`src/design/axi_bus_pkg.sv`:
```
package axi_bus_pkg;

  // AWBURST / ARBURST encoding
  typedef enum logic [1:0] {
    FIXED = 2'b00,
    INCR  = 2'b01,
    WRAP  = 2'b10
  } axi_burst_e;

  typedef enum logic [1:0] {
    OKAY   = 2'b00,
    SLVERR = 2'b10  // Read beats only
  } axi_resp_e;

  localparam int AXI_ID_BITS  = 4;
  localparam int AXI_LEN_BITS = 8;  // Beats per burst minus one

endpackage

```
`src/design/mem_cmd_pkg.sv`:
```
package mem_cmd_pkg;

  // Single-beat command towards the memory controller
  typedef enum logic {
    MEM_RD = 1'b0,
    MEM_WR = 1'b1
  } mem_op_e;

  typedef enum logic [1:0] {
    IDLE     = 2'b00,  // Address channels may be granted
    WR_BURST = 2'b01,
    RD_BURST = 2'b10
  } split_state_e;

  // Read FIFO holds every beat that has been asked for
  localparam int RDFIFO_ABITS = 9;
  localparam int RDFIFO_DEPTH = 1 << RDFIFO_ABITS;

  localparam int WRFIFO_ABITS = 9;

endpackage

```
`src/design/mem_cmd_if.sv`:
```
`timescale 1ns/1ps

interface mem_cmd_if
  import axi_bus_pkg::*, mem_cmd_pkg::*;
#(
  parameter int ADDRS = 32
) ();

  logic                   valid;
  mem_op_e                op;
  logic [AXI_ID_BITS-1:0] id;
  logic [ADDRS-1:0]       addr;  // Byte address of the beat
  logic                   last;
  logic                   accept;

  // Taken when valid and accept are both high
  modport source (
    output valid, op, id, addr, last,
    input  accept
  );

  modport sink (
    input  valid, op, id, addr, last,
    output accept
  );

endinterface

```
`src/design/sync_fifo.sv`:
```
`timescale 1ns/1ps

module sync_fifo #(
  parameter int WIDTH = 32,
  parameter int ABITS = 4
) (
  input  logic             clock,
  input  logic             rst_n_i,

  input  logic             valid_i,
  output logic             ready_o,
  input  logic [WIDTH-1:0] data_i,

  output logic             valid_o,
  input  logic             ready_i,
  output logic [WIDTH-1:0] data_o,

  output logic [ABITS:0]   level_o
);

  localparam int DEPTH = 1 << ABITS;

  logic [WIDTH-1:0] mem_q [DEPTH];
  logic [ABITS:0]   wr_ptr_q;
  logic [ABITS:0]   rd_ptr_q;
  logic [ABITS:0]   level_next;
  logic             ready_q;
  logic             push;
  logic             pop;

  assign push = valid_i && ready_q;
  assign pop  = valid_o && ready_i;

  // Extra pointer bit tells full from empty
  assign level_o = wr_ptr_q - rd_ptr_q;
  assign valid_o = (wr_ptr_q != rd_ptr_q);
  assign data_o  = mem_q[rd_ptr_q[ABITS-1:0]];  // Head shows without a read cycle
  assign ready_o = ready_q;

  assign level_next = level_o + (ABITS+1)'(push) - (ABITS+1)'(pop);

  always_ff @(posedge clock or negedge rst_n_i) begin
    if (!rst_n_i) begin
      wr_ptr_q <= '0;
      rd_ptr_q <= '0;
      ready_q  <= 1'b0;  // Rises in the first cycle out of reset
    end else begin
      if (push) begin
        wr_ptr_q <= wr_ptr_q + 1'b1;
      end
      if (pop) begin
        rd_ptr_q <= rd_ptr_q + 1'b1;
      end
      ready_q <= (level_next != (ABITS+1)'(DEPTH));
    end
  end

  always_ff @(posedge clock) begin
    if (push) begin
      mem_q[wr_ptr_q[ABITS-1:0]] <= data_i;
    end
  end

endmodule

```
`src/design/mem_port_ctrl.sv`:
```
`timescale 1ns/1ps

module mem_port_ctrl
  import axi_bus_pkg::*, mem_cmd_pkg::*;
#(
  parameter int WIDTH = 32
) (
  input  logic                   clock,
  input  logic                   rst_n_i,

  mem_cmd_if.sink                cmd_i,

  input  logic                   wd_valid_i,
  output logic                   wd_ready_o,
  input  logic [WIDTH-1:0]       wd_data_i,
  input  logic [WIDTH/8-1:0]     wd_strb_i,

  output logic                   ram_wren_o,
  output logic                   ram_rden_o,
  output logic [AXI_ID_BITS-1:0] ram_req_id_o,
  output logic [WIDTH-1:0]       ram_addr_o,
  output logic [WIDTH/8-1:0]     ram_wrmask_o,
  output logic [WIDTH-1:0]       ram_wrdata_o,
  input  logic                   ram_accept_i,
  input  logic                   ram_valid_i,
  input  logic                   ram_error_i,
  input  logic [AXI_ID_BITS-1:0] ram_resp_id_i,
  input  logic [WIDTH-1:0]       ram_rddata_i,

  output logic                   rd_push_o,
  output logic [WIDTH-1:0]       rd_data_o,
  output logic [AXI_ID_BITS-1:0] rd_id_o,
  output logic                   rd_last_o,
  output axi_resp_e              rd_resp_o,
  output logic                   rd_beat_o,

  output logic                   bvalid_o,
  input  logic                   bready_i,
  output logic [AXI_ID_BITS-1:0] bid_o,
  output axi_resp_e              bresp_o
);

  localparam int MASKS = WIDTH / 8;

  logic                   is_wr;
  logic                   is_rd;
  logic                   tag_ready;
  logic                   tag_push;
  logic [MASKS-1:0]       strb_w;
  logic                   bvalid_q;
  logic [AXI_ID_BITS-1:0] bid_q;

  assign is_wr = cmd_i.valid && (cmd_i.op == MEM_WR);
  assign is_rd = cmd_i.valid && (cmd_i.op == MEM_RD);

  // A pending B response holds back further write beats
  assign ram_wren_o = is_wr && wd_valid_i && !bvalid_q;
  assign ram_rden_o = is_rd && tag_ready;

  assign cmd_i.accept = (ram_wren_o || ram_rden_o) && ram_accept_i;
  assign wd_ready_o   = ram_wren_o && ram_accept_i;  // Pops the data with its command

  assign strb_w       = wd_strb_i;
  assign ram_req_id_o = cmd_i.id;
  assign ram_addr_o   = WIDTH'(cmd_i.addr);
  assign ram_wrmask_o = strb_w;
  assign ram_wrdata_o = wd_data_i;

  assign tag_push = ram_rden_o && ram_accept_i;

  // Memory answers in order, so the head tag belongs to the next beat
  sync_fifo #(
    .WIDTH (1),
    .ABITS (RDFIFO_ABITS)
  ) u_tag_fifo (
    .clock   (clock),
    .rst_n_i (rst_n_i),
    .valid_i (tag_push),
    .ready_o (tag_ready),
    .data_i  (cmd_i.last),
    .valid_o (),
    .ready_i (ram_valid_i),
    .data_o  (rd_last_o),
    .level_o ()
  );

  assign rd_push_o = ram_valid_i;
  assign rd_beat_o = ram_valid_i;
  assign rd_data_o = ram_rddata_i;
  assign rd_id_o   = ram_resp_id_i;
  assign rd_resp_o = ram_error_i ? SLVERR : OKAY;

  always_ff @(posedge clock or negedge rst_n_i) begin
    if (!rst_n_i) begin
      bvalid_q <= 1'b0;
    end else if (wd_ready_o && cmd_i.last) begin
      bvalid_q <= 1'b1;  // Burst done once its last beat is taken
    end else if (bready_i) begin
      bvalid_q <= 1'b0;
    end
  end

  always_ff @(posedge clock) begin
    if (wd_ready_o && cmd_i.last) begin
      bid_q <= cmd_i.id;
    end
  end

  assign bvalid_o = bvalid_q;
  assign bid_o    = bid_q;
  assign bresp_o  = OKAY;

endmodule

```
`src/flat_wrapper.sv`:
```
// flat-port wrapper written by rule: the top's interface ports become plain ports
module mem_port_ctrl_flat import axi_bus_pkg::*, mem_cmd_pkg::*;
#(
  parameter int WIDTH = 32
)
  (clock, rst_n_i, wd_valid_i, wd_ready_o, wd_data_i, wd_strb_i, ram_wren_o, ram_rden_o, ram_req_id_o, ram_addr_o, ram_wrmask_o, ram_wrdata_o, ram_accept_i, ram_valid_i, ram_error_i, ram_resp_id_i, ram_rddata_i, rd_push_o, rd_data_o, rd_id_o, rd_last_o, rd_resp_o, rd_beat_o, bvalid_o, bready_i, bid_o, bresp_o, cmd_i_valid, cmd_i_op, cmd_i_id, cmd_i_addr, cmd_i_last, cmd_i_accept);
  mem_cmd_if cmd_i_i ();
  input  logic clock;
  input  logic rst_n_i;
  input  logic wd_valid_i;
  output logic wd_ready_o;
  input  logic [WIDTH-1:0] wd_data_i;
  input  logic [WIDTH/8-1:0] wd_strb_i;
  output logic ram_wren_o;
  output logic ram_rden_o;
  output logic [AXI_ID_BITS-1:0] ram_req_id_o;
  output logic [WIDTH-1:0] ram_addr_o;
  output logic [WIDTH/8-1:0] ram_wrmask_o;
  output logic [WIDTH-1:0] ram_wrdata_o;
  input  logic ram_accept_i;
  input  logic ram_valid_i;
  input  logic ram_error_i;
  input  logic [AXI_ID_BITS-1:0] ram_resp_id_i;
  input  logic [WIDTH-1:0] ram_rddata_i;
  output logic rd_push_o;
  output logic [WIDTH-1:0] rd_data_o;
  output logic [AXI_ID_BITS-1:0] rd_id_o;
  output logic rd_last_o;
  output axi_resp_e rd_resp_o;
  output logic rd_beat_o;
  output logic bvalid_o;
  input  logic bready_i;
  output logic [AXI_ID_BITS-1:0] bid_o;
  output axi_resp_e bresp_o;
  input wire logic [$bits(cmd_i_i.valid)-1:0] cmd_i_valid;
  input wire logic [$bits(cmd_i_i.op)-1:0] cmd_i_op;
  input wire logic [$bits(cmd_i_i.id)-1:0] cmd_i_id;
  input wire logic [$bits(cmd_i_i.addr)-1:0] cmd_i_addr;
  input wire logic [$bits(cmd_i_i.last)-1:0] cmd_i_last;
  output wire logic [$bits(cmd_i_i.accept)-1:0] cmd_i_accept;
  assign cmd_i_i.valid = cmd_i_valid;
  assign cmd_i_i.op = cmd_i_op;
  assign cmd_i_i.id = cmd_i_id;
  assign cmd_i_i.addr = cmd_i_addr;
  assign cmd_i_i.last = cmd_i_last;
  assign cmd_i_accept = cmd_i_i.accept;
  mem_port_ctrl #(.WIDTH(WIDTH)) u_core (.clock(clock), .rst_n_i(rst_n_i), .cmd_i(cmd_i_i), .wd_valid_i(wd_valid_i), .wd_ready_o(wd_ready_o), .wd_data_i(wd_data_i), .wd_strb_i(wd_strb_i), .ram_wren_o(ram_wren_o), .ram_rden_o(ram_rden_o), .ram_req_id_o(ram_req_id_o), .ram_addr_o(ram_addr_o), .ram_wrmask_o(ram_wrmask_o), .ram_wrdata_o(ram_wrdata_o), .ram_accept_i(ram_accept_i), .ram_valid_i(ram_valid_i), .ram_error_i(ram_error_i), .ram_resp_id_i(ram_resp_id_i), .ram_rddata_i(ram_rddata_i), .rd_push_o(rd_push_o), .rd_data_o(rd_data_o), .rd_id_o(rd_id_o), .rd_last_o(rd_last_o), .rd_resp_o(rd_resp_o), .rd_beat_o(rd_beat_o), .bvalid_o(bvalid_o), .bready_i(bready_i), .bid_o(bid_o), .bresp_o(bresp_o));
endmodule
```
`config.mk`:
```
export PLATFORM = sky130hd
export DESIGN_NAME = mem_port_ctrl_flat
export DESIGN_NICKNAME = d
export VERILOG_FILES = /design/src/design/axi_bus_pkg.sv /design/src/design/mem_cmd_pkg.sv /design/src/design/mem_cmd_if.sv /design/src/design/sync_fifo.sv /design/src/design/mem_port_ctrl.sv /design/src/flat_wrapper.sv
export SDC_FILE = /design/constraint.sdc
export NUM_CORES = 1
export LEC_CHECK = 0
export BUFFER_PORTS_ARGS = -buffer_cell sky130_fd_sc_hd__buf_4
export CAP_MARGIN = 10
export CORE_ASPECT_RATIO = 0.7
export CORE_MARGIN = 2
export CORE_UTILIZATION = 60
export CTS_CLUSTER_SIZE = 25
export DETAILED_ROUTE_END_ITERATION = 7
export PLACE_DENSITY = 0.91
export SYNTH_ARGS = -nofsm -noshare
export SYNTH_HDL_FRONTEND = slang
export SYNTH_SLANG_ARGS = --single-unit
```
`constraint.sdc`:
```
create_clock -name clock -period 10.42 [get_ports clock]
set_input_delay 2.084 -clock clock [delete_from_list [all_inputs] [get_ports clock]]
set_output_delay 2.084 -clock clock [all_outputs]
set_load 0.01 [all_outputs]
```
**Word-level counts from Yosys, hierarchy flattened**

Memories as Yosys holds them, arrays and structs flattened.
Cells that the tools add are included.

- Memories: 1
- Latch bits: 0
- Memory bits (read-only): 0
- Bits of input ports: 118
- Bits in writable memories: 512
- Register bits: 26
- Logic and storage cells: 33

Memory list:

| name | words | width | read ports | clocked after memory_dff | write ports | line | source |
|---|---|---|---|---|---|---|---|
| u_core.u_tag_fifo.mem_q | 512 | 1 | 1 | 0 | 1 | sync_fifo.sv:23 | `logic [WIDTH-1:0] mem_q [DEPTH];` |

- Shift operators: 0
- Muxes and demuxes: 5
- Order comparisons: 0
- Add/sub/neg operators: 5
- Bitwise logic cells: 1
- $mul: 0
- Eq/ne operators: 2
- Div/mod/pow operators: 0
- Reductions and logical operators: 14

Operators with widths:

| kind | count |
|---|---|
| adder 10 x 1 -> 10 bit, second input constant | 2 |
| logical AND 1 bit | 11 |
| adder 10 x 1 -> 10 bit | 1 |
| inequality test 10 bit | 1 |
| inequality test 10 bit, second input constant | 1 |
| subtractor 10 x 1 -> 10 bit | 1 |
| subtractor 10 bit | 1 |
| two-way mux 1 bit | 4 |
| two-way mux 2 bit | 1 |
| nonzero test 2 bit | 1 |
| zero test 1 bit | 1 |
| logical OR 1 bit | 1 |
| NOT 1 bit | 1 |

**Depth between registers and ports, before layout**

- Depth after elaboration: 8
- Gate-level depth with buffers: 19
- Mapped depth without buffers: 18

**Hierarchy**

From an unflattened synthesis, not the netlist that was laid out.

- Cell total of the unflattened synthesis: 1811
- Area total of the unflattened synthesis: 24868.9 µm²

Modules (own cells, without submodules):

| module | seq. area each (µm²) | area each (µm²) | instances | cells an instance |
|---|---|---|---|---|
| sync_fifo | 15900.2 | 23801.6 | 1 | 1681 |
| mem_port_ctrl | 145.1 | 1067.3 | 1 | 130 |

**Least setup slack after synthesis**

OpenSTA, ideal clock, no wires.

- Kind: input to register
- Start: in ram_valid_i
- End: reg u_core.u_tag_fifo.ready_q, in the netlist u_core.u_tag_fifo.ready_o
- Arrival: 4932 ps
- Required time: 10275 ps
- Slack: 5344 ps
- Stages: 14
- Setup time: 145 ps
- Cell sequence: o41a_1 -> inv_1 -> fa_1 -> fa_1 -> ha_1 -> inv_1 -> fa_1 -> nor2b_1 -> o21ai_1 -> a21boi_0 -> o21a_1 -> o21ai_0 -> a2111oi_0 -> nand4b_1

- Word-level cells in the longest chain between the ends: 3

Ends and longest elaborated chain:

| element | line | source |
|---|---|---|
| from (decl) | flat_wrapper.sv:21 | `input logic ram_valid_i;` |
| logical AND 1 bit | sync_fifo.sv:32 | `assign pop = valid_o && ready_i;` |
| subtractor 10 x 1 -> 10 bit | sync_fifo.sv:40 | `assign level_next = level_o + (ABITS+1)'(push) - (ABITS+1)'(pop);` |
| inequality test 10 bit | sync_fifo.sv:54 | `ready_q <= (level_next != (ABITS+1)'(DEPTH));` |
| to (signal assigned) | sync_fifo.sv:54 |  |
| to (decl) | sync_fifo.sv:27 | `logic ready_q;` |

No other way between the ends.
A chain may end at the register's enable or synchronous reset.

**Final worst setup path**

- Start: reg u_core.u_tag_fifo.rd_ptr_q[0]
- End: out rd_last_o

- Word-level cells in the longest chain between the ends: 1

Ends and longest elaborated chain:

| element | line | source |
|---|---|---|
| from (decl) | sync_fifo.sv:25 | `logic [ABITS:0] rd_ptr_q;` |
| from (signal assigned) | sync_fifo.sv:52 | `rd_ptr_q <= rd_ptr_q + 1'b1;` |
| memory (512 x 1 bit) | -- |  |
| to (decl) | flat_wrapper.sv:28 | `output logic rd_last_o;` |

No other way between the ends.

==> impl_metrics.yaml <==
outcome:
  status: "completed"
floorplanning:
  start_util_pct: 60.7
  fp.dieH_um: 174
  ioPinCount: 242
  dieArea_um2: 43000
  die_w_um: 247
  core_area_um2: 40900
  rows: 62
logic_synthesis:
  syn_area_um2: 24800
  yosysWarningCount: 0
  synth_cell_type_count: 61
  netlist_instances: 1815
  yosys.area.top_type: "edfxtp_1"
  synth_edf_count: 516
  synth_area_leaders: "edfxtp_1 (62%), mux4_2 (11%), nor2_1 (8.1%)"
  netlist.area_leader.share_pct: 62.5
  async_flop_share_pct: 4.09
  synth_area_per_cell_um2: 13.7
  yosys_most_used_dff: "edfxtp_1"
  seq_area_frac_synth_pct: 64.7
  ys_seq_elements: 538
critical_path:
  timing.rr.end: "u_core.u_tag_fifo.ready_o"
  worstSetupPathType: "register to primary output"
  arrival_ns: 4.75
  critPathTopFamily: "buffers and inverters"
  r2r_slack_ns: 5.07
  startpoint_type: "register"
  cpPeakStageDelay_ns: 0.74
  cp.depth: 10
  cp-endpoint: "rd_last_o"
  cp-startpoint: "u_core.u_tag_fifo.rd_ptr_q[0]"
  crit_top_cell: "buf_4"
  cp_slowest_cell: "buf_4"
  crit_chain: "buf_4 -> buf_4 -> mux2i_1 -> a221oi_1 -> a21oi_1 -> o2111ai_1 -> nand4b_1 -> o311a_1 -> a211oi_1 -> buf_4"
  r2r-start: "u_core.u_tag_fifo.rd_ptr_q[2]"
  cp_num_buf_inv: 3
  reg2regPathDepth: 18
  cp.required_ns: 8.34
  crit_fanout: 41
  cp-end-kind: "primary output"
cts:
  post_cts_resized: 0
  holdBufCountCts: 0
  cts_tree: "yes"
  clkSlewWorstSetupHoldPaths_ns: 0.07
  clockBufferDepth: 3
  root_buffer: "clkbuf_16"
  cts_max_level: 2
  clk_latency_ns: 0.57
  cts-buffers-inserted: 47
  postCtsSetupBuffers: 0
  clkSinkCount: 538
pwr:
  p_per_area_nw_per_um2: 232
  seq_power_share_pct: 41.8
  switchingPower_mw: 1.93
  p_int_mw: 4.07
  clkPwrFrac_pct: 27.4
  max-vdd-ir-drop_uv: 143
  p_comb_share_pct: 30.8
  swShare_pct: 32.2
  p_leak_nw: 7.94
layout:
  layout_common_cells: "nor2_1 (538), edfxtp_1 (516), mux4_2 (121)"
  final_common_cell: "nor2_1"
  drive_above_1_share_pct: 14.7
  area.growth.synth_to_final_pct: 4.50
  fin_util_pct: 63.4
  final_nets: 1825
grt:
  grt_pass1_wl_mm: 90.8
  grt_antenna_before_repair: 1
  grt_max_degree: 300
  grt_pass1_vias: 15300
  overflow: 0
  grt_usage_pct: 28.5
worst_hold_path:
  min_path_type: "register to register"
timing:
  max_freq_mhz: 146
  setup_violations: 0
  slew_headroom_pct: 2.62
  skew_ns: 0.0153
  drv_slew: 0
  rsz0062_at_grt: "no"
  final.min_clock_period_ns: 6.84
  worstMarginPinSlew_ns: 1.46
  finalCritPeriodShare_pct: 65.6
  hold_viol: 0
  fin_tns_setup_ns: 0
detailed_routing:
  drt_iter0_drc: 2738
  ant_nets: 0
  firstDrtPassIters: 6
  routed_via_density: 6.78
  wire_per_inst_um: 26.9
  vias: 15300
  totalWireLength_mm: 60.8
  drc_errors: 0
place:
  io_buffers: 28
  dp_hpwl_mm: 33.6
  finalWeightedCongestion: 0.840
run:
  cap_violations: 0
## worst register-to-register path, cell delays in order (launching register included)
cell and delay [ns]:
dfrtp_2 0.68, buf_4 0.48, ha_1 0.25, nand4_1 0.08
or4_1 0.47, o41a_1 0.55, inv_1 0.12, fa_1 0.42
ha_1 0.20, ha_1 0.22, inv_1 0.08, fa_1 0.21
nor2b_1 0.06, o21ai_1 0.14, a21boi_0 0.14, o21a_1 0.21
or3_1 0.31, a2111oi_0 0.41, nand4b_1 0.17
## power by group through the flow
stage	Sequential, mW	Clock [mW]	Combinational [mW]
2_1_floorplan	2.46	0	1.44
3_3_place_gp	2.55	0	1.74
3_5_place_dp	2.55	0	1.79
4_1_cts	2.51	1.66	1.81
5_1_grt	2.51	1.75	1.96
6_report	2.51	1.65	1.85
## area by class of cell
cell class	count	area, µm²
tap	544	681
multi-input combinational	998	7170
timing repair buffer	59	475
clock inverter	19	115
fill	2631	15000
inverter	33	124
sequential	538	16100
antenna	1	2.50
clock buffer	64	1290
## stage by stage
step                      area, µm²  instances  setup slack, ns  hold WS, ns  power, mW
after global routing          25900       2255             3.28        0.537       6.22
after detailed placement      24500       2172             4.10        0.485       4.34
after floorplan               24800       1817             5.34        0.464       3.90
after global placement        24500       2172             4.29        0.480       4.28
final                         25900       2256             3.58        0.504       6.01
after CTS                     25900       2255             3.47        0.494       5.97
## logic make-up (layout without fill, tap and decap cells)
group	after synthesis	in the layout	synth area share (%)
other	1	4	0.0151
buffers and inverters	281	175	6.50
and+or+nand+nor	686	686	11.0
adders and majority gates	30	30	1.60
AOI/OAI and AO/OA	93	93	2.66
DFF	538	538	64.7
xor gates and xnor gates	27	27	0.954
muxes	159	159	12.5
## sequential cells by signal, indices dropped and copies added, names as in the netlist
register and cells:
u_core.u_tag_fifo.mem_q 512, u_core.u_tag_fifo.rd_ptr_q 10, u_core.u_tag_fifo.wr_ptr_q 10, u_core.bid_o 4, u_core.bvalid_o 1, u_core.u_tag_fifo.ready_o 1
## Yosys cell counts (all sizes together) (3+ instances only)
library cell and n:
nor3 12, o21ai 12, and2 3, xor2 7, mux4 121, and3 7, a211o 4, a221o 3
a211oi 5, mux2i 37, a22oi 17, nand3 20, ha 27, nand4 6, clkbuf 87, xnor2 20
dfrtp 22, buf 161, fa 3, nor2b 9, inv 33, a21oi 17, edfxtp 516, o211ai 3
a31oi 5, o22ai 3, nand2 75, nor2 538, nand2b 3, a221oi 6
## per-layer routing
metal | global-route usage, % | up-vias | routed length (µm)
li1 | - | 6142 | -
met4 | 11.4 | 0 | 2540
met3 | 9.28 | 231 | 9680
met5 | 0 | - | 0
met1 | 39.6 | 7518 | 21000
met2 | 42.2 | 1396 | 27500
## worst min-delay path by stage
stage	from	endpoint	cells after the start	slack, ns
2_1_floorplan	u_core.u_tag_fifo.wr_ptr_q[9]	u_core.u_tag_fifo.wr_ptr_q[9]	1	0.46
3_3_place_gp	u_core.u_tag_fifo.wr_ptr_q[9]	u_core.u_tag_fifo.wr_ptr_q[9]	1	0.48
3_5_place_dp	u_core.u_tag_fifo.wr_ptr_q[9]	u_core.u_tag_fifo.wr_ptr_q[9]	1	0.48
4_1_cts	u_core.u_tag_fifo.wr_ptr_q[9]	u_core.u_tag_fifo.wr_ptr_q[9]	1	0.49
5_1_grt	u_core.u_tag_fifo.wr_ptr_q[9]	u_core.u_tag_fifo.wr_ptr_q[9]	1	0.54
6_report	u_core.u_tag_fifo.wr_ptr_q[9]	u_core.u_tag_fifo.wr_ptr_q[9]	1	0.50
No activity file was read; power rests on OpenSTA's default activity.
