### config.mk
export PLATFORM = sky130hd
export DESIGN_NAME = sync_fifo
export DESIGN_NICKNAME = d
export VERILOG_FILES = /design/src/design/sync_fifo.sv
export SDC_FILE = /design/constraint.sdc
export NUM_CORES = 1
export LEC_CHECK = 0
export BUFFER_PORTS_ARGS = -buffer_cell sky130_fd_sc_hd__buf_2
export CAP_MARGIN = 10
export CORE_MARGIN = 2
export CORE_UTILIZATION = 25
export DETAILED_ROUTE_END_ITERATION = 16
export PLACE_DENSITY_LB_ADDON = 0.15
export SLEW_MARGIN = 20
export SYNTH_ARGS = -nofsm -noshare
export SYNTH_HDL_FRONTEND = slang
export SYNTH_SLANG_ARGS = --single-unit
### constraint.sdc
create_clock -name clock -period 6.23 [get_ports clock]
set_clock_uncertainty 0.05 [all_clocks]
set_input_delay 0.623 -clock clock [delete_from_list [all_inputs] [get_ports clock]]
set_output_delay 0.623 -clock clock [all_outputs]
set_load 0.005 [all_outputs]
### src/design/sync_fifo.sv
`timescale 1ns/1ps

module sync_fifo #(
  parameter int WIDTH = 32,
  parameter int ABITS = 4
) (
  input  logic             clock,
  input  logic             rst_n_i,

  input  logic             valid_i,
  output logic             ready_o,
  input  logic [WIDTH-1:0] data_i,

  output logic             valid_o,
  input  logic             ready_i,
  output logic [WIDTH-1:0] data_o,

  output logic [ABITS:0]   level_o
);

  localparam int DEPTH = 1 << ABITS;

  logic [WIDTH-1:0] mem_q [DEPTH];
  logic [ABITS:0]   wr_ptr_q;
  logic [ABITS:0]   rd_ptr_q;
  logic [ABITS:0]   level_next;
  logic             ready_q;
  logic             push;
  logic             pop;

  assign push = valid_i && ready_q;
  assign pop  = valid_o && ready_i;

  // Extra pointer bit tells full from empty
  assign level_o = wr_ptr_q - rd_ptr_q;
  assign valid_o = (wr_ptr_q != rd_ptr_q);
  assign data_o  = mem_q[rd_ptr_q[ABITS-1:0]];  // Head shows without a read cycle
  assign ready_o = ready_q;

  assign level_next = level_o + (ABITS+1)'(push) - (ABITS+1)'(pop);

  always_ff @(posedge clock or negedge rst_n_i) begin
    if (!rst_n_i) begin
      wr_ptr_q <= '0;
      rd_ptr_q <= '0;
      ready_q  <= 1'b0;  // Rises in the first cycle out of reset
    end else begin
      if (push) begin
        wr_ptr_q <= wr_ptr_q + 1'b1;
      end
      if (pop) begin
        rd_ptr_q <= rd_ptr_q + 1'b1;
      end
      ready_q <= (level_next != (ABITS+1)'(DEPTH));
    end
  end

  always_ff @(posedge clock) begin
    if (push) begin
      mem_q[wr_ptr_q[ABITS-1:0]] <= data_i;
    end
  end

endmodule

== Word-level counts from Yosys, hierarchy flattened ==
Memories as Yosys holds them, arrays and structs flattened.
Index checks and enable logic that the tools add are counted.
Word-level totals
  flip-flop bits (word level): 11
  memory bits (writable): 512
  input bits: 36
  output and inout bits: 39
  word-level logic and storage cells: 15
  memories kept: 1
Memory list
  mem_q: depth 16, width 32, read ports 1, clocked after Yosys merged registers in 0, write ports 1, RTL line 23  | logic [WIDTH-1:0] mem_q [DEPTH];
Operators by class
  add/subtract/negate cells: 5
  equality and inequality tests: 2
  muxes and demuxes: 2
  reductions and logical operators: 2
Operator list (count)
  adder 5 x 1 -> 5 bit (second input constant): 2
  adder 5 x 1 -> 5 bit: 1
  inequality test 5 bit: 1
  inequality test 5 bit (second input constant): 1
  subtractor 5 x 1 -> 5 bit: 1
  subtractor 5 bit: 1
  logical AND 1 bit: 2
  two-way mux 1 bit: 2

== Longest topological paths before layout ==
Gate-level depths: netlist of the first run.
  depth in word-level cells: 4
  depth in mapped cells: 18
  mapped depth without buffers: 15

== Worst setup path before layout of the first run ==
Ideal clock, no wire load.
  path type: input -> register
  start point: input port valid_i
  end point: memory mem_q[3][0] (enable)
  library setup time: 0.461 ns
  data arrival time: 3.376 ns
  required time: 5.719 ns
  path slack: 2.343 ns
  stages: 4
  path buffers: 1
  cell sequence: and2_1 -> clkbuf_1 -> nand2_1 -> nor3_1
Between the ends
  word-level cells in the longest chain between the ends: 3
Ends and longest elaborated chain
  from (decl): RTL line 10  | input logic valid_i,
  logical AND 1 bit: RTL line 31  | assign push = valid_i && ready_q;
  two-way mux 1 bit: RTL line 59  | if (push) begin
  two-way mux 1 bit (implied by the code): RTL line 60  | mem_q[wr_ptr_q[ABITS-1:0]] <= data_i;
  to (decl): RTL line 23
Every way passes these cells.

== Worst setup path after layout of the first run ==
  start point: register rd_ptr_q[0]
  end point: output port data_o[20]
Between the ends
  word-level cells in the longest chain between the ends: 1
Ends and longest elaborated chain
  from (decl): RTL line 25  | logic [ABITS:0] rd_ptr_q;
  from (signal assigned): RTL line 52  | rd_ptr_q <= rd_ptr_q + 1'b1;
  memory (16 x 32 bit)
  to (decl): RTL line 16  | output logic [WIDTH-1:0] data_o,
Every way passes these cells.

==> flow_metrics.env, run 1 <==
export IMPL_status="complete, no violations"
export IMPL_drc=0
export IMPL_antenna_found_initial=5
export IMPL_path_cells="buf_4 -> mux4_2 -> mux4_2 -> buf_2"
export IMPL_via_per_inst=4.37
export IMPL_crit_arrival_ps=3440
export IMPL_grt_max_degree=73
export IMPL_busiest_layer="met2"
export IMPL_yosysSeqAreaShare_pct=77.7
export IMPL_dr_pass1_iters=5
export IMPL_worst_path_max_fanout=40
export IMPL_cts_resized_gates=0
export IMPL_grt_pass1_wl_mm=71.6
export IMPL_syn_area_um2=20100
export IMPL_synth_edf_count=512
export IMPL_cts_buffers=57
export IMPL_clock_fmax_mhz=243
export IMPL_grt_usage_pct=12.2
export IMPL_powerDensity_nw_per_um2=468
export IMPL_start_kind="flip-flop"
export IMPL_cp_common_cell="mux4_2"
export IMPL_clock_sinks=523
export IMPL_drive_gt1_share_pct=36.4
export IMPL_core_um2=80200
export IMPL_netlist_top_cells_area="edfxtp_1 (76%), mux4_2 (18%), dfrtp_1 (1.4%)"
export IMPL_period_share_pct=66.0
export IMPL_ys_ff_latch=523
export IMPL_layout_setup_ws_ps=2120
export IMPL_yosysWarningCount=0
export IMPL_clkSlewWorstSetupHoldPaths_ps=60
export IMPL_io_pins=75
export IMPL_overflow=0
export IMPL_nNetsFinal=983
export IMPL_dp_slack_ps=2600
export IMPL_syn_inst=814
export IMPL_hp_class="input port to flip-flop"
export IMPL_period_minus_slack_ps=4110
export IMPL_syn_to_final_growth_pct=17.7
export IMPL_gp_congestion=0.654
export IMPL_drv_slew=0
export IMPL_drtAntennaViolNets=0
export IMPL_chipWidth_um=288
export IMPL_vias=8890
export IMPL_met1_usage_pct=16.1
export IMPL_yosysUniqueCellTypes=27
export IMPL_cap_violations=0
export IMPL_fin_area_um2=23700
export IMPL_wire_per_inst_um=24.5
export IMPL_synth_net_count=866
export IMPL_fp_dieH_um=288
export IMPL_synth_top_area_share_pct=76.4
export IMPL_cts_path_max_buffers=3
export IMPL_synth_most_common_cell="edfxtp_1"
export IMPL_grt_setup_unrepaired="no"
export IMPL_grt_pass1_vias=9669
export IMPL_cts_tree="done"
export IMPL_critPathRequiredTime_ps=5560
export IMPL_row_count=104
export IMPL_p_leak_nw=7.39
export IMPL_io_buffers=74
export IMPL_crit_path_end_kind="output port"
export IMPL_criticalPathCategory="flip-flop to output port"
export IMPL_use_met2_pct=20.8
export IMPL_relSlewSlack_pct=36.5
export IMPL_post_cts_buffers=0
export IMPL_tightest_slew_ps=952
export IMPL_syn_area_per_cell_um2=24.7
export IMPL_initial_utilization_pct=25.1
export IMPL_synth_async_reset_ratio_pct=2.10
export IMPL_synthFlopType="edfxtp_1"
export IMPL_ir_drop_mv=0.302
export IMPL_n_antenna_cell=0
export IMPL_fin_setup_tns_ps=0
export IMPL_wl_mm=50.0
export IMPL_cts_hold_buf=1
export IMPL_synth_area_leader_cell="edfxtp_1"
export IMPL_cpMaxStageDelayCell="buf_4"
export IMPL_hold_viol_final=0
export IMPL_post_dp_hpwl_mm=25.2
export IMPL_max_stage_delay_ps=760
export IMPL_place_area_um2=21900
export IMPL_cts_root_buf="clkbuf_16"
export IMPL_setup_viol=0
export IMPL_clk_latency_ps=610
export IMPL_dieArea_um2=82800
export IMPL_htreeDepth=2
export IMPL_use_met3_pct=2.10
export IMPL_dr_first_iter_drc_count=530
export IMPL_yosys_top_cells_count="edfxtp_1 (512), mux4_2 (160), clkbuf_1 (15)"
## cells by family (layout without fill, tap and decap cells)
group | after synthesis | count (layout) | synth area share (%)
XOR/XNOR | 15 | 15 | 0.721
flip-flops | 523 | 523 | 77.7
adder cells (fa/ha/maj) | 16 | 16 | 1.07
buffers and inverters | 55 | 217 | 1.45
multiplexers | 160 | 160 | 17.9
AND/OR/NAND/NOR | 35 | 35 | 0.820
AO/OA/AOI/OAI | 10 | 10 | 0.305
## where the power goes
part | internal [mW] | total (mW) | leakage (nW) | switching, mW
Sequential | 4.24 | 4.42 | 4.75 | 0.177
Combinational | 1.66 | 3.39 | 1.76 | 1.72
Clock | 1.91 | 3.28 | 0.882 | 1.38
Total | 7.81 | 11.1 | 7.39 | 3.28
## stage by stage
stage	utilization (%)	hold slack, ps	std cells	power [mW]
5_1_grt	29.6	322	2036	11.7
3_5_place_dp	27.3	432	1931	8.03
2_1_floorplan	-	277	814	6.79
4_1_cts	29.6	301	2036	11.4
6_report	29.6	343	2036	11.1
3_3_place_gp	27.3	429	1931	8.03
## per-layer routing
layer | wire [µm] | share of wire [%] | up-vias
met1 | 22100 | 44 | 4923
li1 | - | - | 3730
met3 | 1540 | 3.1 | 79
met2 | 25300 | 51 | 154
met5 | 30 | 0.060 | -
met4 | 930 | 1.9 | 4
## sequential cells by signal (all words and copies together) (netlist names)
| signal | count |
|---|---|
| wr_ptr_q | 5 |
| mem_q | 512 |
| rd_ptr_q | 5 |
| ready_o | 1 |
## worst max-delay path: cells and delay by family (launching register included)
| family | cells | cell delay [ps] |
|---|---|---|
| buf+inv | 2 | 920 |
| mux | 2 | 1150 |
| flops | 1 | 720 |
## cell usage in the layout, fill, tap and decap left out
cell,count
a21o_1,4
a21oi_1,3
a31oi_1,1
and2_1,2
and4_1,1
buf_12,1
buf_2,74
buf_4,22
bufinv_16,6
clkbuf_1,5
clkbuf_16,57
clkinv_1,21
clkinv_2,12
clkinv_4,1
clkinvlp_4,1
dfrtp_1,8
dfrtp_2,1
dfrtp_4,2
dlygate4sd3_1,1
edfxtp_1,512
fa_1,2
ha_1,14
inv_1,14
inv_6,2
mux4_2,160
nand2_1,9
nand2b_1,2
nand3b_1,1
nand4_1,3
nor2_4,12
nor3_2,4
o21ai_0,2
or3_1,1
xnor2_1,10
xnor3_1,1
xor2_1,4
## layout make-up
cell class                      instances  area (µm²)
Fill cell                            7847       56500
Sequential cell                       523       15700
Multi-Input combinational cell        236        4300
Clock buffer                           62        1450
Tap cell                             1060        1330
Timing Repair Buffer                   98         566
Clock inverter                         42         348
Inverter                               15        57.6
## worst paths after layout
kind / startpoint / end / slack [ps] / cells after the start
max in group asynchronous: rst_n_i / rd_ptr_q[0] / 5530 / 2
worst min-delay path: data_i[12] / mem_q[9][12] / 340 / 1
min in group asynchronous: rst_n_i / wr_ptr_q[2] / 360 / 2
worst max-delay path: rd_ptr_q[0] / data_o[20] / 2120 / 4
worst min register to register: wr_ptr_q[4] / wr_ptr_q[4] / 430 / 1
worst max register to register: rd_ptr_q[1] / ready_o / 2680 / 15
(Power assumes the default switching activity.)
==> inputs of run 2 (changes only) <==
==> constraint.sdc (replaced) <==
create_clock -name clock -period 4.19 [get_ports clock]
set_clock_uncertainty 0.05 [all_clocks]
set_input_delay 0.419 -clock clock [delete_from_list [all_inputs] [get_ports clock]]
set_output_delay 0.419 -clock clock [all_outputs]
set_load 0.005 [all_outputs]
==> run 2 against run 1 <==
  * Worst hold slack got worse by 210 ps
  * First-iteration DRC count is 7.4% higher
  * Non-clock buffer count up 1
  * Sequential power up 47%
  * Cell count is 0.29% higher
  * Critical endpoint is now data_o[12]
  * Largest power group unchanged
==> flow_metrics.env, run 2 (synthesis results as in run 1) <==
export IMPL_p_comb_share_pct=30.7
export IMPL_status="complete, no violations"
export IMPL_final_common_cell="edfxtp_1"
export IMPL_seq_area_um2=15700
export IMPL_worst_path_max_fanout=72
export IMPL_gp_congestion=0.658
export IMPL_fin_setup_tns_ps=0
export IMPL_syn_to_final_growth_pct=18.9
export IMPL_crit_arrival_ps=3120
export IMPL_grt_setup_unrepaired="no"
export IMPL_clock_fmax_mhz=278
export IMPL_cts_root_buf="clkbuf_16"
export IMPL_via_per_inst=4.31
export IMPL_cap_violations=0
export IMPL_htreeDepth=2
export IMPL_grt_max_degree=131
export IMPL_p_leak_nw=7.51
export IMPL_timing_rr_end="ready_o"
export IMPL_clkSlewWorstSetupHoldPaths_ps=60
export IMPL_mostFrequentLayoutCells="edfxtp_1 (512), mux4_2 (160), buf_2 (74)"
export IMPL_hp_class="input port to flip-flop"
export IMPL_io_buffers=74
export IMPL_relSlewSlack_pct=34.1
export IMPL_overflow=0
export IMPL_dieArea_um2=82800
export IMPL_setup_viol=0
export IMPL_p_sw_share_pct=29.3
export IMPL_internal_power_mw=11.9
export IMPL_dr_pass1_iters=5
export IMPL_powerDensity_nw_per_um2=702
export IMPL_post_dp_hpwl_mm=24.9
export IMPL_p_clk_share_pct=30.7
export IMPL_fp_dieH_um=288
export IMPL_p_seq_share_pct=38.6
export IMPL_grt_usage_pct=12.1
export IMPL_cts_path_max_buffers=3
export IMPL_cts_hold_buf=1
export IMPL_r2r_slack_ps=770
export IMPL_criticalPathCategory="flip-flop to output port"
export IMPL_wire_per_inst_um=24.2
export IMPL_wl_mm=49.4
export IMPL_clock_sinks=523
export IMPL_grt_pass1_wl_mm=71.4
export IMPL_r2r_start="wr_ptr_q[2]"
export IMPL_cts_tree="done"
export IMPL_min_path_cells=1
export IMPL_cts_resized_gates=0
export IMPL_start_kind="flip-flop"
export IMPL_core_um2=80200
export IMPL_critPathRequiredTime_ps=3720
export IMPL_p_total_mw=16.8
export IMPL_row_count=104
export IMPL_vias=8791
export IMPL_largest_register_ffs=512
export IMPL_chipWidth_um=288
export IMPL_clk_latency_ps=600
export IMPL_drive_gt1_share_pct=37.9
export IMPL_fillers=7795
export IMPL_drv_slew=0
export IMPL_dr_first_iter_drc_count=569
export IMPL_initial_utilization_pct=25.1
export IMPL_period_share_pct=85.7
export IMPL_cts_buffers=58
export IMPL_power_switching_mw=4.93
export IMPL_antenna_found_initial=3
export IMPL_nNetsFinal=985
export IMPL_io_pins=75
export IMPL_ir_drop_mv=0.472
export IMPL_multi_input_area_um2=4300
export IMPL_period_minus_slack_ps=3590
export IMPL_drc=0
export IMPL_min_from="data_i[10]"
export IMPL_crit_path_end_kind="output port"
export IMPL_post_cts_buffers=0
export IMPL_grt_pass1_vias=9645
export IMPL_hold_viol_final=0
export IMPL_tightest_slew_ps=989
export IMPL_holdPathEnd="mem_q[6][10]"
export IMPL_drtAntennaViolNets=0
export IMPL_ff2ff_path_depth=14
==> run 2: changes by cell type in the layout (fill, tap and decap cells not counted) <==
cell and delta:
clkinv_1 -11, buf_12 +7, inv_6 -1, clkinv_2 +10
diode_2 +1, clkinvlp_4 +1, clkbuf_1 -1, clkinv_8 +2
bufinv_16 +2, clkbuf_16 +2, buf_4 -6
==> run 2: routing by layer <==
metal	global-route usage, %	vias up	part of all wire (%)
met2	20.4	144	50
li1	-	3736	-
met1	16.1	4831	45
met3	1.87	78	3.0
met5	0	-	0.022
met4	3.60	2	2.2
==> run 2: worst max-delay path by stage <==
stage                           start    endpoint  slack (ps)  cells past startpoint
after floorplan           rd_ptr_q[2]     ready_o         360                     17
after global placement    wr_ptr_q[2]     ready_o         830                     14
after detailed placement  wr_ptr_q[2]     ready_o         780                     14
after CTS                 rd_ptr_q[0]  data_o[27]         460                      4
after global routing      rd_ptr_q[0]  data_o[13]         380                      4
final                     rd_ptr_q[0]  data_o[12]         600                      4
==> run 2: layout make-up <==
type	count	area share, %
flip-flops and latches	523	65.4
multi-input cells	236	18.0
clock buffers	63	6.23
well taps	1060	5.54
repair buffers	99	2.76
clock inverters	45	1.87
inverters	15	0.240
diodes	1	0.0105
==> run 2: per-stage QoR <==
stage / worst slack, ps / cells / util (%) / hold slack (ps) / cell area (µm²)
final: 599 / 2042 / 29.9 / 132 / 23900
after global routing: 384 / 2042 / 29.9 / 115 / 23900
after CTS: 456 / 2041 / 29.9 / 87.6 / 23900
after detailed placement: 775 / 1932 / 27.4 / 283 / 22000
after global placement: 835 / 1932 / 27.4 / 280 / 22000
after floorplan: 357 / 814 / - / 73.4 / 20100
==> run 2: critical path, cell delays in order (launching register included) <==
cell     delay, ps
dfrtp_4        630
buf_12         490
mux4_2         580
mux4_2         540
buf_2          160
==> run 2: power by group through the flow <==
stage                     Combinational, mW  Sequential [mW]  Clock, mW
final                                  5.16             6.49       5.16
after global routing                   5.68             6.54       5.52
after CTS                              5.44             6.50       5.32
after detailed placement               5.43             6.61          0
after global placement                 5.43             6.59          0
after floorplan                        3.59             6.51          0
==> inputs of run 3 (changes only) <==
--- a/config.mk
+++ b/config.mk
@@ -8,7 +8,7 @@
 export BUFFER_PORTS_ARGS = -buffer_cell sky130_fd_sc_hd__buf_2
 export CAP_MARGIN = 10
 export CORE_MARGIN = 2
-export CORE_UTILIZATION = 25
+export CORE_UTILIZATION = 50
 export DETAILED_ROUTE_END_ITERATION = 16
 export PLACE_DENSITY_LB_ADDON = 0.15
 export SLEW_MARGIN = 20
==> constraint.sdc (replaced) <==
create_clock -name clock -period 4.19 [get_ports clock]
set_clock_uncertainty 0.05 [all_clocks]
set_input_delay 0.419 -clock clock [delete_from_list [all_inputs] [get_ports clock]]
set_output_delay 0.419 -clock clock [all_outputs]
set_load 0.01 [all_outputs]
==> run 3 against run 2 <==
  * Critical path depth up 10
  * Total power down 4.7%
  * Maximum frequency up 2.7%
  * Non-clock buffer count decreased by 3
  * Flip-flop and latch count unchanged
  * Die area is 49% lower
  * Clock power decreased by 17%
  * Register-to-register slack lost 80 ps
  * Global-route usage up 8.6 points
  * Via count grew 1.7%
  * Critical path type is now flip-flop to flip-flop
  * Critical endpoint is now ready_o
==> flow_metrics.env, run 3 (synthesis results as in run 1) <==
export IMPL_min_path_cells=1
export IMPL_crit_arrival_ps=3900
export IMPL_cap_violations=0
export IMPL_seq_area_um2=15700
export IMPL_dieArea_um2=41900
export IMPL_vias=8943
export IMPL_grt_pass1_wl_mm=61.8
export IMPL_critPathRequiredTime_ps=4600
export IMPL_min_from="data_i[1]"
export IMPL_nNetsFinal=976
export IMPL_crit_path_end_kind="flip-flop"
export IMPL_cts_tree="done"
export IMPL_grt_usage_pct=20.7
export IMPL_period_share_pct=83.5
export IMPL_core_um2=39700
export IMPL_grt_pass1_vias=9579
export IMPL_clock_sinks=523
export IMPL_tightest_slew_ps=894
export IMPL_hp_class="input port to flip-flop"
export IMPL_syn_to_final_growth_pct=13.7
export IMPL_timing_rr_end="ready_o"
export IMPL_final_util_pct=57.6
export IMPL_row_count=73
export IMPL_drv_slew=0
export IMPL_powerDensity_nw_per_um2=700
export IMPL_clk_latency_ps=580
export IMPL_fp_dieH_um=205
export IMPL_drtAntennaViolNets=0
export IMPL_clkSlewWorstSetupHoldPaths_ps=60
export IMPL_criticalPathCategory="flip-flop to flip-flop"
export IMPL_ir_drop_mv=0.552
export IMPL_fin_setup_tns_ps=0
export IMPL_ff2ff_path_depth=14
export IMPL_gp_congestion=0.727
export IMPL_via_per_inst=6.00
export IMPL_initial_utilization_pct=50.7
export IMPL_p_total_mw=16.0
export IMPL_layout_setup_ws_ps=693
export IMPL_io_buffers=74
export IMPL_drc=0
export IMPL_relSlewSlack_pct=40.4
export IMPL_io_pins=75
export IMPL_period_minus_slack_ps=3500
export IMPL_overflow=0
export IMPL_cts_resized_gates=0
export IMPL_cts_hold_buf=1
export IMPL_dr_first_iter_drc_count=814
export IMPL_status="complete, no violations"
export IMPL_grt_max_degree=131
export IMPL_clock_fmax_mhz=286
export IMPL_cts_path_max_buffers=3
export IMPL_cts_buffers=52
export IMPL_hold_viol_final=0
export IMPL_start_kind="flip-flop"
export IMPL_fillers=2843
export IMPL_multi_input_area_um2=4300
export IMPL_r2r_slack_ps=690
export IMPL_mostFrequentLayoutCells="edfxtp_1 (512), mux4_2 (160), buf_2 (74)"
export IMPL_chipWidth_um=205
export IMPL_final_common_cell="edfxtp_1"
export IMPL_largest_register_ffs=512
export IMPL_post_cts_buffers=0
export IMPL_drive_gt1_share_pct=35.6
export IMPL_r2r_start="wr_ptr_q[2]"
export IMPL_dp_slack_ps=750
export IMPL_setup_viol=0
export IMPL_htreeDepth=2
export IMPL_wl_mm=41.9
export IMPL_p_leak_nw=7.29
export IMPL_wire_per_inst_um=28.1
export IMPL_cts_root_buf="clkbuf_16"
export IMPL_grt_setup_unrepaired="no"
export IMPL_worst_path_max_fanout=10
export IMPL_post_dp_hpwl_mm=20.9
export IMPL_holdPathEnd="mem_q[8][1]"
export IMPL_dr_pass1_iters=7
export IMPL_antenna_found_initial=4
## run 3: cell count changes in the layout (fill, tap and decap cells not counted), sizes merged
cell / previous run / this run
buf: 98 / 95
bufinv: 8 / 1
clkbuf: 63 / 72
clkinv: 35 / 16
clkinvlp: 2 / 1
diode: 1 / 2
inv: 15 / 18
## run 3: final cells by class
class	instances	area share (%)
tap	525	2.87
inverter	15	0.246
multi-input combinational	236	18.8
clock inverter	21	0.579
timing repair buffer	96	2.90
antenna	2	0.0219
clock buffer	72	6.23
sequential	523	68.4
## run 3: worst max-delay path: stages, from the launching register on
cell	delay, ps
dfrtp_1	590
ha_1	360
and4_1	220
nand2_1	70
and2_1	270
ha_1	280
inv_1	60
ha_1	160
inv_1	60
fa_1	470
inv_1	80
a21o_1	110
a21oi_1	80
xnor3_1	210
or3_1	320
## run 3: power breakdown
group	internal, mW	switching (mW)	total (mW)
logic	2.52	2.76	5.28
registers	6.30	0.163	6.47
clock network	2.43	1.85	4.28
total	11.3	4.77	16.0
## run 3: how the worst max path moves through the flow
stage                start         end  slack, ps  cells after the start
3_3_place_gp   wr_ptr_q[2]     ready_o        880                     14
6_report       wr_ptr_q[2]     ready_o        690                     14
5_1_grt        wr_ptr_q[2]     ready_o        480                     14
2_1_floorplan  rd_ptr_q[2]     ready_o        310                     17
4_1_cts        rd_ptr_q[0]  data_o[30]        640                      4
3_5_place_dp   wr_ptr_q[2]     ready_o        750                     14
## run 3: metrics by stage
stage	area [µm²]	instances	hold slack (ps)
2_1_floorplan	20100	814	73.4
3_3_place_gp	21300	1394	256
3_5_place_dp	21300	1394	266
4_1_cts	22900	1488	127
5_1_grt	22900	1489	149
6_report	22900	1490	160
## run 3: layer usage
metal	track usage, %	share of wire, %	vias to the layer above
met4	6.03	2.0	6
met2	34.4	51	280
li1	-	-	3706
met3	3.69	5.7	71
met5	0	0.084	-
met1	28.4	42	4880
